==> src/source/alu_pkg.sv <==
// Shared widths, opcodes, register map and operation classes for the Wishbone ALU
`default_nettype none

package alu_pkg;

    localparam int XLEN    = 32;
    localparam int LANE_W  = 8;
    localparam int LANES   = 4;
    localparam int SAT_MAX = 127;
    localparam int ADDR_W  = 3;
    localparam int OP_W    = 5;

    // Word addresses of the bus registers
    localparam logic [ADDR_W-1:0] REG_OPA    = 3'd0;
    localparam logic [ADDR_W-1:0] REG_OPB    = 3'd1;
    localparam logic [ADDR_W-1:0] REG_IMM    = 3'd2;
    localparam logic [ADDR_W-1:0] REG_OP     = 3'd3;
    localparam logic [ADDR_W-1:0] REG_RESULT = 3'd4;
    localparam logic [ADDR_W-1:0] REG_FLAG   = 3'd5;

    // ADD must stay at zero, reset leaves the opcode register cleared
    typedef enum logic [OP_W-1:0] {
        ADD, SUB, ANDL, ORL, XORL, ANDN, ORN, XNOR,
        SLTS, SLTU,
        EQ, NE, LTS, LTU, GES, GEU,
        SLL, SRL, SRA,
        LDPC_SIGN, LDPC_MIN, LDPC_ABS, LDPC_SUB_SAT, LDPC_ADD_SAT,
        LDPC_MINMAX, LDPC_MIN_SORTING, LDPC_RSIGN_NMESS
    } alu_op_e;

    typedef enum logic [1:0] {
        ARITH, SHIFT, LDPC, NONE
    } op_class_e;

    // Which datapath unit owns an opcode
    function automatic op_class_e op_class_of(alu_op_e op);
        op_class_e cls;
        case (op)
            ADD, SUB, ANDL, ORL, XORL, ANDN, ORN, XNOR,
            SLTS, SLTU, EQ, NE, LTS, LTU, GES, GEU: cls = ARITH;
            SLL, SRL, SRA: cls = SHIFT;
            LDPC_SIGN, LDPC_MIN, LDPC_ABS, LDPC_SUB_SAT, LDPC_ADD_SAT,
            LDPC_MINMAX, LDPC_MIN_SORTING, LDPC_RSIGN_NMESS: cls = LDPC;
            default: cls = NONE;
        endcase
        return cls;
    endfunction

endpackage

`default_nettype wire
==> src/source/alu_operand_if.sv <==
// Operand bundle from the bus controller to the combinational datapath units
`timescale 1ns/1ns
`default_nettype none

interface alu_operand_if;

    logic [alu_pkg::XLEN-1:0] operand_a;
    logic [alu_pkg::XLEN-1:0] operand_b;
    logic [alu_pkg::XLEN-1:0] imm;
    alu_pkg::alu_op_e         op;

    modport ctrl (
        output operand_a, operand_b, imm, op
    );

    modport unit (
        input operand_a, operand_b, imm, op
    );

endinterface

`default_nettype wire

==> src/source/alu_top.sv <==
// Top level joining the Wishbone controller with the arith, shift and LDPC units
`timescale 1ns/1ns
`default_nettype none

module alu_top (
    input  logic                       clk_i,
    input  logic                       rst_n_i,
    input  logic                       wb_cyc_i,
    input  logic                       wb_stb_i,
    input  logic                       wb_we_i,
    input  logic [alu_pkg::ADDR_W-1:0] wb_adr_i,
    input  logic [alu_pkg::XLEN-1:0]   wb_dat_i,
    output logic [alu_pkg::XLEN-1:0]   wb_dat_o,
    output logic                       wb_ack_o
);

    logic [alu_pkg::XLEN-1:0] arith_res;
    logic [alu_pkg::XLEN-1:0] shift_res;
    logic [alu_pkg::XLEN-1:0] ldpc_res;
    logic                     branch;

    alu_operand_if opnd_if ();

    alu_wb_ctrl u_ctrl (
        .clk_i       (clk_i),
        .rst_n_i     (rst_n_i),
        .wb_cyc_i    (wb_cyc_i),
        .wb_stb_i    (wb_stb_i),
        .wb_we_i     (wb_we_i),
        .wb_adr_i    (wb_adr_i),
        .wb_dat_i    (wb_dat_i),
        .wb_dat_o    (wb_dat_o),
        .wb_ack_o    (wb_ack_o),
        .opnd        (opnd_if.ctrl),
        .arith_res_i (arith_res),
        .shift_res_i (shift_res),
        .ldpc_res_i  (ldpc_res),
        .branch_i    (branch)
    );

    alu_arith u_arith (
        .opnd     (opnd_if.unit),
        .result_o (arith_res),
        .branch_o (branch)
    );

    alu_shift u_shift (
        .opnd     (opnd_if.unit),
        .result_o (shift_res)
    );

    ldpc_simd u_ldpc (
        .opnd     (opnd_if.unit),
        .result_o (ldpc_res)
    );

endmodule

`default_nettype wire

==> src/source/alu_wb_ctrl.sv <==
// Wishbone classic slave holding operands and opcode, latches the selected unit result
`timescale 1ns/1ns
`default_nettype none

module alu_wb_ctrl (
    input  logic                       clk_i,
    input  logic                       rst_n_i,
    input  logic                       wb_cyc_i,
    input  logic                       wb_stb_i,
    input  logic                       wb_we_i,
    input  logic [alu_pkg::ADDR_W-1:0] wb_adr_i,
    input  logic [alu_pkg::XLEN-1:0]   wb_dat_i,
    output logic [alu_pkg::XLEN-1:0]   wb_dat_o,
    output logic                       wb_ack_o,
    alu_operand_if.ctrl                opnd,
    input  logic [alu_pkg::XLEN-1:0]   arith_res_i,
    input  logic [alu_pkg::XLEN-1:0]   shift_res_i,
    input  logic [alu_pkg::XLEN-1:0]   ldpc_res_i,
    input  logic                       branch_i
);

    logic [alu_pkg::XLEN-1:0] opa_q, opb_q, imm_q;
    logic [alu_pkg::XLEN-1:0] result_q, unit_res, rd_data;
    alu_pkg::alu_op_e         op_q;
    logic                     flag_q;
    logic                     pending_q;
    logic                     req;

    // No new request while ack is out, a held strobe gets one ack
    assign req = wb_cyc_i & wb_stb_i & ~wb_ack_o;

    assign opnd.operand_a = opa_q;
    assign opnd.operand_b = opb_q;
    assign opnd.imm       = imm_q;
    assign opnd.op        = op_q;

    // ------------------------------
    // Register writes
    // ------------------------------
    always_ff @(posedge clk_i or negedge rst_n_i) begin
        if (!rst_n_i) begin
            opa_q     <= '0;
            opb_q     <= '0;
            imm_q     <= '0;
            op_q      <= alu_pkg::ADD;
            pending_q <= 1'b0;
        end else begin
            pending_q <= 1'b0;
            if (req && wb_we_i) begin
                case (wb_adr_i)
                    alu_pkg::REG_OPA: opa_q <= wb_dat_i;
                    alu_pkg::REG_OPB: opb_q <= wb_dat_i;
                    alu_pkg::REG_IMM: imm_q <= wb_dat_i;
                    alu_pkg::REG_OP: begin
                        op_q      <= alu_pkg::alu_op_e'(wb_dat_i[alu_pkg::OP_W-1:0]);
                        pending_q <= 1'b1;
                    end
                    // Result, flag and unmapped addresses drop the write
                    default: ;
                endcase
            end
        end
    end

    // Datapath settles one cycle after the opcode lands
    always_comb begin
        unique case (alu_pkg::op_class_of(op_q))
            alu_pkg::ARITH: unit_res = arith_res_i;
            alu_pkg::SHIFT: unit_res = shift_res_i;
            alu_pkg::LDPC:  unit_res = ldpc_res_i;
            default:        unit_res = '0;
        endcase
    end

    always_ff @(posedge clk_i or negedge rst_n_i) begin
        if (!rst_n_i) begin
            result_q <= '0;
            flag_q   <= 1'b0;
        end else if (pending_q) begin
            result_q <= unit_res;
            flag_q   <= branch_i;
        end
    end

    // ------------------------------
    // Read path and ack
    // ------------------------------
    always_comb begin
        case (wb_adr_i)
            alu_pkg::REG_OPA:    rd_data = opa_q;
            alu_pkg::REG_OPB:    rd_data = opb_q;
            alu_pkg::REG_IMM:    rd_data = imm_q;
            alu_pkg::REG_OP:     rd_data = {{(alu_pkg::XLEN-alu_pkg::OP_W){1'b0}}, op_q};
            alu_pkg::REG_RESULT: rd_data = result_q;
            alu_pkg::REG_FLAG:   rd_data = {{(alu_pkg::XLEN-1){1'b0}}, flag_q};
            default:             rd_data = '0;
        endcase
    end

    always_ff @(posedge clk_i or negedge rst_n_i) begin
        if (!rst_n_i) begin
            wb_ack_o <= 1'b0;
            wb_dat_o <= '0;
        end else begin
            wb_ack_o <= req;
            if (req && !wb_we_i) begin
                wb_dat_o <= rd_data;
            end
        end
    end

    // One ack per transfer, never back to back
    a_ack_single : assert property (@(posedge clk_i) disable iff (!rst_n_i)
        wb_ack_o |=> !wb_ack_o);

    a_ack_after_req : assert property (@(posedge clk_i) disable iff (!rst_n_i)
        $rose(wb_ack_o) |-> $past(wb_cyc_i && wb_stb_i));

endmodule

`default_nettype wire

==> src/source/ldpc_simd.sv <==
// Four signed 8-bit lanes of saturating and min-sum operations for LDPC decoding
`timescale 1ns/1ns
`default_nettype none

module ldpc_simd (
    alu_operand_if.unit              opnd,
    output logic [alu_pkg::XLEN-1:0] result_o
);

    localparam int W = alu_pkg::LANE_W;

    logic [alu_pkg::LANES-1:0][W-1:0] r_sign, r_min, r_abs, r_addsat, r_subsat;
    logic [alu_pkg::LANES-1:0][W-1:0] r_minmax, r_sort, r_rsign;

    // ------------------------------
    // Per-lane datapath
    // ------------------------------
    for (genvar i = 0; i < alu_pkg::LANES; i++) begin : g_lane
        logic signed [W-1:0] a, b, c;
        logic signed [W-1:0] mx;
        logic signed [W-1:0] flip;
        logic signed [W:0]   sum, dif;
        logic                ge;
        logic                b_pos;

        assign a = opnd.operand_a[i*W +: W];
        assign b = opnd.operand_b[i*W +: W];
        assign c = opnd.imm[i*W +: W];

        // Nine bits hold any sum or difference of two lanes
        assign sum = a + b;
        assign dif = a - b;
        assign r_addsat[i] = (sum > alu_pkg::SAT_MAX)  ? W'(alu_pkg::SAT_MAX)  :
                             (sum < -alu_pkg::SAT_MAX) ? W'(-alu_pkg::SAT_MAX) : sum[W-1:0];
        assign r_subsat[i] = (dif > alu_pkg::SAT_MAX)  ? W'(alu_pkg::SAT_MAX)  :
                             (dif < -alu_pkg::SAT_MAX) ? W'(-alu_pkg::SAT_MAX) : dif[W-1:0];

        assign ge          = (a >= b);
        assign mx          = ge ? a : b;
        assign r_min[i]    = ge ? b : a;
        assign r_minmax[i] = (c >= mx) ? mx : c;
        assign r_sort[i]   = (a == b) ? c : a;
        assign r_sign[i]   = {{(W-1){1'b0}}, a[W-1]};
        // 0x80 negates to itself
        assign r_abs[i]    = a[W-1] ? -a : a;

        // Bit 0 of a flips for a non-negative b
        assign b_pos      = ~b[W-1];
        assign flip       = a ^ {{(W-1){1'b0}}, b_pos};
        assign r_rsign[i] = (flip >= 1) ? c : -c;
    end

    always_comb begin
        case (opnd.op)
            alu_pkg::LDPC_SIGN:        result_o = r_sign;
            alu_pkg::LDPC_MIN:         result_o = r_min;
            alu_pkg::LDPC_ABS:         result_o = r_abs;
            alu_pkg::LDPC_SUB_SAT:     result_o = r_subsat;
            alu_pkg::LDPC_ADD_SAT:     result_o = r_addsat;
            alu_pkg::LDPC_MINMAX:      result_o = r_minmax;
            alu_pkg::LDPC_MIN_SORTING: result_o = r_sort;
            alu_pkg::LDPC_RSIGN_NMESS: result_o = r_rsign;
            default:                   result_o = '0;
        endcase
    end

    // Saturated results stay symmetric in every lane
    always_comb begin
        if (opnd.op == alu_pkg::LDPC_ADD_SAT || opnd.op == alu_pkg::LDPC_SUB_SAT) begin
            for (int l = 0; l < alu_pkg::LANES; l++) begin
                a_sat_range : assert ($signed(result_o[l*W +: W]) >= -alu_pkg::SAT_MAX &&
                                      $signed(result_o[l*W +: W]) <= alu_pkg::SAT_MAX)
                    else $error("LDPC lane %0d out of saturation range", l);
            end
        end
    end

endmodule

`default_nettype wire

==> src/source/alu_shift.sv <==
// Barrel shifter, left shifts go through bit reversal around one right shifter
`timescale 1ns/1ns
`default_nettype none

module alu_shift (
    alu_operand_if.unit              opnd,
    output logic [alu_pkg::XLEN-1:0] result_o
);

    logic                     shift_left;
    logic                     shift_arith;
    logic [4:0]               shift_amt;
    logic [alu_pkg::XLEN-1:0] operand_a_rev;
    logic [alu_pkg::XLEN-1:0] shift_op;
    logic [alu_pkg::XLEN:0]   shift_op_ext;
    logic [alu_pkg::XLEN:0]   right_res;
    logic [alu_pkg::XLEN-1:0] left_res;

    assign shift_left  = (opnd.op == alu_pkg::SLL);
    assign shift_arith = (opnd.op == alu_pkg::SRA);
    assign shift_amt   = opnd.operand_b[4:0];

    for (genvar k = 0; k < alu_pkg::XLEN; k++) begin : g_rev
        assign operand_a_rev[k] = opnd.operand_a[alu_pkg::XLEN-1-k];
        assign left_res[k]      = right_res[alu_pkg::XLEN-1-k];
    end

    assign shift_op     = shift_left ? operand_a_rev : opnd.operand_a;
    // Extra top bit carries the fill value
    assign shift_op_ext = {shift_arith & shift_op[alu_pkg::XLEN-1], shift_op};
    assign right_res    = $unsigned($signed(shift_op_ext) >>> shift_amt);

    always_comb begin
        case (opnd.op)
            alu_pkg::SLL:               result_o = left_res;
            alu_pkg::SRL, alu_pkg::SRA: result_o = right_res[alu_pkg::XLEN-1:0];
            default:                    result_o = '0;
        endcase
    end

endmodule

`default_nettype wire

==> src/source/alu_arith.sv <==
// Adder, logic, set-less-than and branch resolution, purely combinational
`timescale 1ns/1ns
`default_nettype none

module alu_arith (
    alu_operand_if.unit              opnd,
    output logic [alu_pkg::XLEN-1:0] result_o,
    output logic                     branch_o
);

    logic                     negate_b;
    logic                     sgn;
    logic                     less;
    logic                     zero;
    logic [alu_pkg::XLEN:0]   operand_b_neg;
    logic [alu_pkg::XLEN:0]   adder_ext;
    logic [alu_pkg::XLEN-1:0] adder_res;
    logic [alu_pkg::XLEN-1:0] b_mod;

    // Subtraction and the inverted logic forms share one negated b
    always_comb begin
        case (opnd.op)
            alu_pkg::SUB, alu_pkg::EQ, alu_pkg::NE,
            alu_pkg::ANDN, alu_pkg::ORN, alu_pkg::XNOR: negate_b = 1'b1;
            default: negate_b = 1'b0;
        endcase
    end

    // Carry-in rides in the extra low bit
    assign operand_b_neg = {opnd.operand_b, 1'b0} ^ {(alu_pkg::XLEN+1){negate_b}};
    assign adder_ext     = {opnd.operand_a, 1'b1} + operand_b_neg;
    assign adder_res     = adder_ext[alu_pkg::XLEN:1];
    assign b_mod         = operand_b_neg[alu_pkg::XLEN:1];
    assign zero          = ~|adder_res;

    // Signed forms extend with the sign bit, unsigned with zero
    assign sgn  = (opnd.op == alu_pkg::SLTS) || (opnd.op == alu_pkg::LTS) ||
                  (opnd.op == alu_pkg::GES);
    assign less = $signed({sgn & opnd.operand_a[alu_pkg::XLEN-1], opnd.operand_a}) <
                  $signed({sgn & opnd.operand_b[alu_pkg::XLEN-1], opnd.operand_b});

    always_comb begin
        case (opnd.op)
            alu_pkg::EQ:                 branch_o = zero;
            alu_pkg::NE:                 branch_o = ~zero;
            alu_pkg::LTS, alu_pkg::LTU:  branch_o = less;
            alu_pkg::GES, alu_pkg::GEU:  branch_o = ~less;
            default:                     branch_o = 1'b1;
        endcase
    end

    always_comb begin
        case (opnd.op)
            alu_pkg::ADD, alu_pkg::SUB:   result_o = adder_res;
            alu_pkg::ANDL, alu_pkg::ANDN: result_o = opnd.operand_a & b_mod;
            alu_pkg::ORL, alu_pkg::ORN:   result_o = opnd.operand_a | b_mod;
            alu_pkg::XORL, alu_pkg::XNOR: result_o = opnd.operand_a ^ b_mod;
            alu_pkg::SLTS, alu_pkg::SLTU: result_o = {{(alu_pkg::XLEN-1){1'b0}}, less};
            // Branch ops only produce the flag
            default:                      result_o = '0;
        endcase
    end

endmodule

`default_nettype wire

==> config.mk <==
export PLATFORM = sky130hd
export DESIGN_NAME = alu_top
export DESIGN_NICKNAME = d
export VERILOG_FILES = /design/src/source/alu_pkg.sv /design/src/source/alu_operand_if.sv /design/src/source/alu_top.sv /design/src/source/alu_wb_ctrl.sv /design/src/source/ldpc_simd.sv /design/src/source/alu_shift.sv /design/src/source/alu_arith.sv
export SDC_FILE = /design/constraint.sdc
export NUM_CORES = 1
export LEC_CHECK = 0
export BUFFER_PORTS_ARGS = -buffer_cell sky130_fd_sc_hd__buf_2
export CAP_MARGIN = 40
export CORE_ASPECT_RATIO = 1.1
export CORE_MARGIN = 2
export CORE_UTILIZATION = 42
export CTS_CLUSTER_SIZE = 28
export DETAILED_ROUTE_END_ITERATION = 10
export MAX_ROUTING_LAYER = met4
export REMOVE_ABC_BUFFERS = 1
export SETUP_SLACK_MARGIN = 0.2
export SYNTH_ARGS = -nofsm -noshare
export SYNTH_HDL_FRONTEND = slang
export SYNTH_SLANG_ARGS = --single-unit
export TNS_END_PERCENT = 50
==> constraint.sdc <==
create_clock -name clk_i -period 7 [get_ports clk_i]
set_input_delay 1.05 -clock clk_i [delete_from_list [all_inputs] [get_ports clk_i]]
set_output_delay 1.05 -clock clk_i [all_outputs]
set_load 0.01 [all_outputs]
==> impl_metrics.ini, run 1 <==
[status]
outcome = finished clean

[clock_network]
ctsLongestPathBuffers = 2
cts_tree = built
htreeDepth = 4
cts_inserted_buffers = 17
numClockSinks = 168
path_clk_slew_ns = 0.07
cts_hold_buf = 0
clk_latency_ns = 0.52
cts_resized = 0
root_buffer = clkbuf_16
post_cts_buffers = 0

[route]
dr.pass1.iters = 6
first_iter_violations = 2859
drcViolationCount = 0
wl_microns = 99600
drt-wirelength-per-cell_microns = 29.2
vias_per_cell = 6.72
drtAntennaViolNets = 0
via_count = 23000

[final_layout]
layout.cells.non_filler = 3416
drive_gt1_share_pct = 10.6
multi_input_area_sq_um = 15600
n_fill_cell = 5085
final_cell_area_sq_um = 22800
final_core_util_pct = 45.7
areaGrowthSynthToFinish_pct = 8.05
nNetsFinal = 2961
register_area_sq_um = 4210

[sta]
fmax_mhz = 167
skew_ns = 0.00917
fin_crit_ns = 6.01
holdWs_ns = 0.473
rsz0062_at_grt = no
fin_crit_sh_pct = 85.8
setup_viol = 0
worst_pin_slew_ns = 1.06
setup_tns_ns = 0
slew_viol_final = 0
slew_headroom_pct = 29.6
hold_viol = 0
setup_ws_ns = 0.994

[critical_path]
cp_max_fo = 23
startpoint_type = flip-flop
crit_arrival_ns = 6.42
rr_worst_depth = 18
crit_start = u_ctrl.opnd.op[1]
crit_type = flip-flop to flip-flop
crit_required_ns = 7.41
regToRegStartpoint = u_ctrl.opnd.op[1]
end_kind = flip-flop

[synthesis]
syn_avg_cell_area_sq_um = 7.59
synth_edf_count = 0
syn_inst = 2783
synthFlopType = dfrtp_1
synthesis.area_sq_um = 21100
ys_ff_latch = 168
synth_cell_type_count = 90
ys_warn_count = 0
synthArstFlopShare_pct = 100
yosys-top-cells-area = dfrtp_1 (20%), ha_1 (10%), a21oi_1 (6.0%)
yosysTopAreaCell = dfrtp_1
seq_area_frac_synth_pct = 19.9
yosysTopAreaCellShare_pct = 19.9

[floorplanning]
fp.dieH_microns = 239
start_util_pct = 42.3
io_pins = 73
die_w_microns = 218
core_sq_um = 49900
rows = 86
fp.dieArea_sq_um = 52100

[placed_design]
place_hpwl_microns = 74100
place_area_sq_um = 22200
placedCellCount = 3381
post-place-ws_ns = 1.19
portBuffers = 72
gp_congestion = 1.00

[global_route]
gr-total-overflow = 0
met1_usage_pct = 50.2
grt_util_met3_pct = 6.22
grt_pass1_wl_microns = 146000
first_global_vias = 21700
top_usage_layer = met2
grt_usage_pct = 39.1
grt_use_met2_pct = 59.9
antenna_found_initial = 2
grt_start_max_net_pins = 65

[job]
cap_violations = 0

[pwr]
power_mw = 10.3
power.leakage_nw = 9.72
p_per_area_nw_per_um2 = 451
ir_drop_mv = 0.245

[min_path]
hold_path.class = input pin to async pin
[critical path, stage by stage, from the launching register on]
cell and delay, ns:
dfrtp_1 0.33, buf_4 0.28, nand2b_1 0.28, a21oi_1 0.26, and2_2 0.44, buf_4 0.43, xnor2_1 0.21, inv_1 0.07
ha_1 0.39, a21o_1 0.26, a221o_1 0.43, a2111oi_0 0.55, o211ai_1 0.18, nand2_1 0.22, xnor2_1 0.22, or4_1 0.59
nor3_2 0.39, nand2_1 0.10, o211a_1 0.24
[cells in the mapped netlist (8+ instances only)]
cell,count
a211oi_1,42
a32oi_1,10
a211o_1,12
mux2_2,30
clkbuf_1,183
nor4_1,14
o2111ai_1,14
a21o_1,34
a21oi_1,254
mux4_2,27
a221o_1,10
nand2_1,276
a22oi_1,10
xnor2_1,106
a2111oi_0,17
nor2_1,246
xor2_1,30
or3_1,13
nand2b_1,22
o21a_1,20
nor2b_1,44
ha_1,173
inv_1,157
a221oi_1,58
and3_1,27
nand4_1,22
a31oi_1,34
o211ai_1,35
or2_2,8
nand3_1,42
o221ai_1,24
o21ai_0,236
mux2i_1,84
fa_1,8
dfrtp_1,168
o21bai_1,15
o22ai_1,19
buf_2,13
nor3_1,54
a22o_1,28
o31ai_1,21
buf_1,16
[placed cells by master, fill, tap and decap left out, types with 14 or more instances in the layout]
master       n
a2111oi_0   17
a211oi_1    42
a21o_1      33
a21oi_1    253
a221oi_1    58
a22o_1      28
a31oi_1     33
and3_1      24
buf_2       71
buf_4       75
clkbuf_16   17
dfrtp_1    167
ha_1       173
inv_1      157
mux2_2      30
mux2i_1     84
mux4_2      27
nand2_1    276
nand2b_1    22
nand3_1     42
nand4_1     22
nor2_1     246
nor2b_1     43
nor3_1      49
nor4_1      14
o2111ai_1   14
o211ai_1    35
o21a_1      20
o21ai_0    235
o21bai_1    15
o221ai_1    24
o22ai_1     18
o31ai_1     21
xnor2_1    106
xor2_1      30
[metal layers]
metal	vias up	part of all wire (%)
met5	-	0
met4	0	5.1
met3	304	8.7
met2	1367	45
met1	11200	41
li1	10100	-
[flip-flops by register name, indices dropped and copies added, names as in the netlist]
name	cells
u_ctrl.wb_ack_o	1
u_ctrl.opnd.operand_b	32
u_ctrl.wb_dat_o	32
u_ctrl.opnd.imm	32
u_ctrl.flag_q	1
u_ctrl.pending_q	1
u_ctrl.opnd.op	5
u_ctrl.opnd.operand_a	32
u_ctrl.result_q	32
[logic make-up after synthesis]
kind of cell | after synthesis | share of synthesized area [%]
compound gates | 960 | 29.5
xor+xnor | 136 | 5.64
fa+ha+maj | 181 | 11.0
buf+inv | 377 | 6.86
flops | 168 | 19.9
mux | 148 | 9.32
simple gates | 813 | 17.7
[layout make-up]
type | instances | area share, %
antenna | 3 | 0.0329
clock inverter | 15 | 0.712
inverter | 162 | 2.66
clock buffer | 17 | 1.86
multi-input combinational | 2238 | 68.1
timing repair buffer | 153 | 4.56
sequential | 168 | 18.4
tap | 660 | 3.62
[path summary, 6_finish.rpt]
| path | to | slack (ns) |
|---|---|---|
| setup / recovery | u_ctrl.flag_q | 0.99 |
| hold / removal | u_ctrl.opnd.operand_b[28] | 0.47 |
| setup reg to reg | u_ctrl.flag_q | 0.99 |
| hold reg to reg | u_ctrl.wb_dat_o[28] | 0.48 |
| max in group asynchronous | u_ctrl.opnd.operand_b[11] | 5.37 |
| min in group clk_i | u_ctrl.wb_dat_o[28] | 0.48 |
[power by group]
part	switching [mW]	internal (mW)
sequential	0.393	1.15
combinational	5.01	2.72
clock	0.511	0.503
total	5.92	4.38
No activity file was read; power rests on OpenSTA's default activity.
==> run 2, diff against run 1 <==
Settings changed: PLACE_DENSITY set to 0.67.
==> run 2 against run 1 <==
  * Sequential share of layout area is 0.057 points lower
  * Clock power hardly changed
  * Setup slack worse by 0.077 ns
  * Final area is 0.31% higher
  * Sequential cell count stayed put
  * Combinational power is 0.8% higher
  * Die area stayed put
  * Critical endpoint is now u_ctrl.result_q[27]
  * Largest power group unchanged
  * Highest routed layer unchanged
==> impl_metrics.ini, run 2 (same netlist as run 1, synthesis figures left out) <==
[sta]
setup_tns_ns = 0
slew_viol_final = 0
holdWs_ns = 0.475
setup_viol = 0
fin_crit_ns = 6.08
fmax_mhz = 164
rsz0062_at_grt = no
hold_viol = 0
fin_crit_sh_pct = 86.9
worst_pin_slew_ns = 0.895
slew_headroom_pct = 40.3
skew_ns = 0.0184

[placed_design]
portBuffers = 72
place_hpwl_microns = 74600
gp_congestion = 1.03
placedCellCount = 3388

[pwr]
netSwitchingFraction_pct = 57.6
p_per_area_nw_per_um2 = 452
combPwrFrac_pct = 75.3
ir_drop_mv = 0.211
clkPwrFrac_pct = 10.0
p_sw_mw = 5.96
p_int_mw = 4.39
power.leakage_nw = 9.76
p_seq_share_pct = 14.6

[min_path]
hold_path.class = flip-flop to flip-flop

[route]
first_iter_violations = 2771
via_count = 23100
dr.pass1.iters = 6
wl_microns = 101000
drcViolationCount = 0
drtAntennaViolNets = 0
vias_per_cell = 6.76
drt-wirelength-per-cell_microns = 29.5

[clock_network]
cts_inserted_buffers = 17
root_buffer = clkbuf_16
cts_hold_buf = 0
numClockSinks = 168
clk_latency_ns = 0.53
path_clk_slew_ns = 0.08
cts_resized = 0
post_cts_buffers = 0
cts_tree = built
ctsLongestPathBuffers = 2
htreeDepth = 4

[global_route]
first_global_vias = 22000
grt_start_max_net_pins = 65
gr-total-overflow = 0
grt_usage_pct = 39.5
antenna_found_initial = 2
grt_pass1_wl_microns = 148000

[critical_path]
crit_type = flip-flop to flip-flop
end_kind = flip-flop
cp_max_fo = 15
crit_arrival_ns = 6.46
startpoint_type = flip-flop
crit_required_ns = 7.38

[final_layout]
final_cell_mix = nand2_1 (276), a21oi_1 (253), nor2_1 (246)
n_fill_cell = 5078
areaGrowthSynthToFinish_pct = 8.38
nNetsFinal = 2968
layout.cells.non_filler = 3422
final_common_cell = nand2_1
drive_gt1_share_pct = 10.8

[floorplanning]
start_util_pct = 42.3
io_pins = 73
core_sq_um = 49900
die_w_microns = 218
fp.dieArea_sq_um = 52100
fp.dieH_microns = 239
rows = 86

[job]
cap_violations = 0

[status]
outcome = finished clean
==> run 2: changes by cell type in the layout (fill, tap and decap cells not counted), moves of 2 or more <==
| cell | delta |
|---|---|
| clkinv_4 | -2 |
| clkinvlp_4 | +2 |
| clkinv_2 | -2 |
| buf_4 | +6 |
| inv_8 | +2 |
==> run 2: per-layer routing <==
metal / GRT usage, % / vias up / part of all wire, %
met5: - / - / 0
met4: 18.9 / 0 / 5.2
met3: 8.15 / 300 / 9.7
met2: 59.6 / 1474 / 44
met1: 50.4 / 11300 / 41
li1: - / 10100 / -
==> run 2: through the flow <==
stage          power (mW)  utilization (%)  instance area [sq um]  setup slack, ns
6_report             10.3             45.9                  22900            0.917
5_1_grt              11.0             45.9                  22900            0.575
4_1_cts              10.1             45.9                  22900             1.08
3_5_place_dp         9.03             44.7                  22300             1.08
3_3_place_gp         9.00             44.3                  22100            0.887
2_1_floorplan        6.49                -                  20300             1.11
==> run 2: area by class of cell <==
class / count / area [sq um] / share of cell area, %
antenna: 2 / 5.00 / 0.0218
clock buffer: 17 / 425 / 1.86
clock inverter: 15 / 180 / 0.787
inverter: 162 / 608 / 2.65
multi-input combinational: 2238 / 15500 / 67.9
sequential: 168 / 4210 / 18.4
tap: 660 / 826 / 3.61
timing repair buffer: 160 / 1110 / 4.84
==> run 2: worst paths after layout <==
path	start	end	slack, ns	cells after the start
max	u_ctrl.opnd.operand_a[24]	u_ctrl.result_q[27]	0.92	20
min	u_ctrl.wb_dat_o[31]	u_ctrl.wb_dat_o[31]	0.47	2
max reg2reg	u_ctrl.opnd.operand_a[24]	u_ctrl.result_q[27]	0.92	20
min reg2reg	u_ctrl.wb_dat_o[31]	u_ctrl.wb_dat_o[31]	0.47	2
max in group asynchronous	rst_n_i	u_ctrl.opnd.operand_b[8]	5.60	3
min in group asynchronous	rst_n_i	u_ctrl.opnd.imm[29]	0.48	1
==> run 2: worst max-delay path: stages, from the launching register on <==
cell and delay, ns:
dfrtp_1 0.76, inv_1 0.26, ha_1 0.44, nand3_1 0.21, nor3_2 0.05, buf_4 0.21
or4_1 0.42, o211ai_1 0.54, buf_4 0.29, buf_4 0.19, mux2i_1 0.25, ha_1 0.27
a21o_1 0.16, a21o_1 0.20, a21oi_1 0.15, nor2_1 0.05, o221ai_1 0.54, buf_4 0.28
o21ai_0 0.08, a2111oi_0 0.43, a32oi_1 0.15
==> run 2: power by group through the flow <==
stage | registers [mW] | clock network [mW] | logic [mW]
floorplan | 1.50 | 0 | 4.99
global placement | 1.50 | 0 | 7.50
detailed placement | 1.51 | 0 | 7.52
CTS | 1.49 | 1.05 | 7.57
global route | 1.53 | 1.08 | 8.37
finish | 1.51 | 1.04 | 7.79
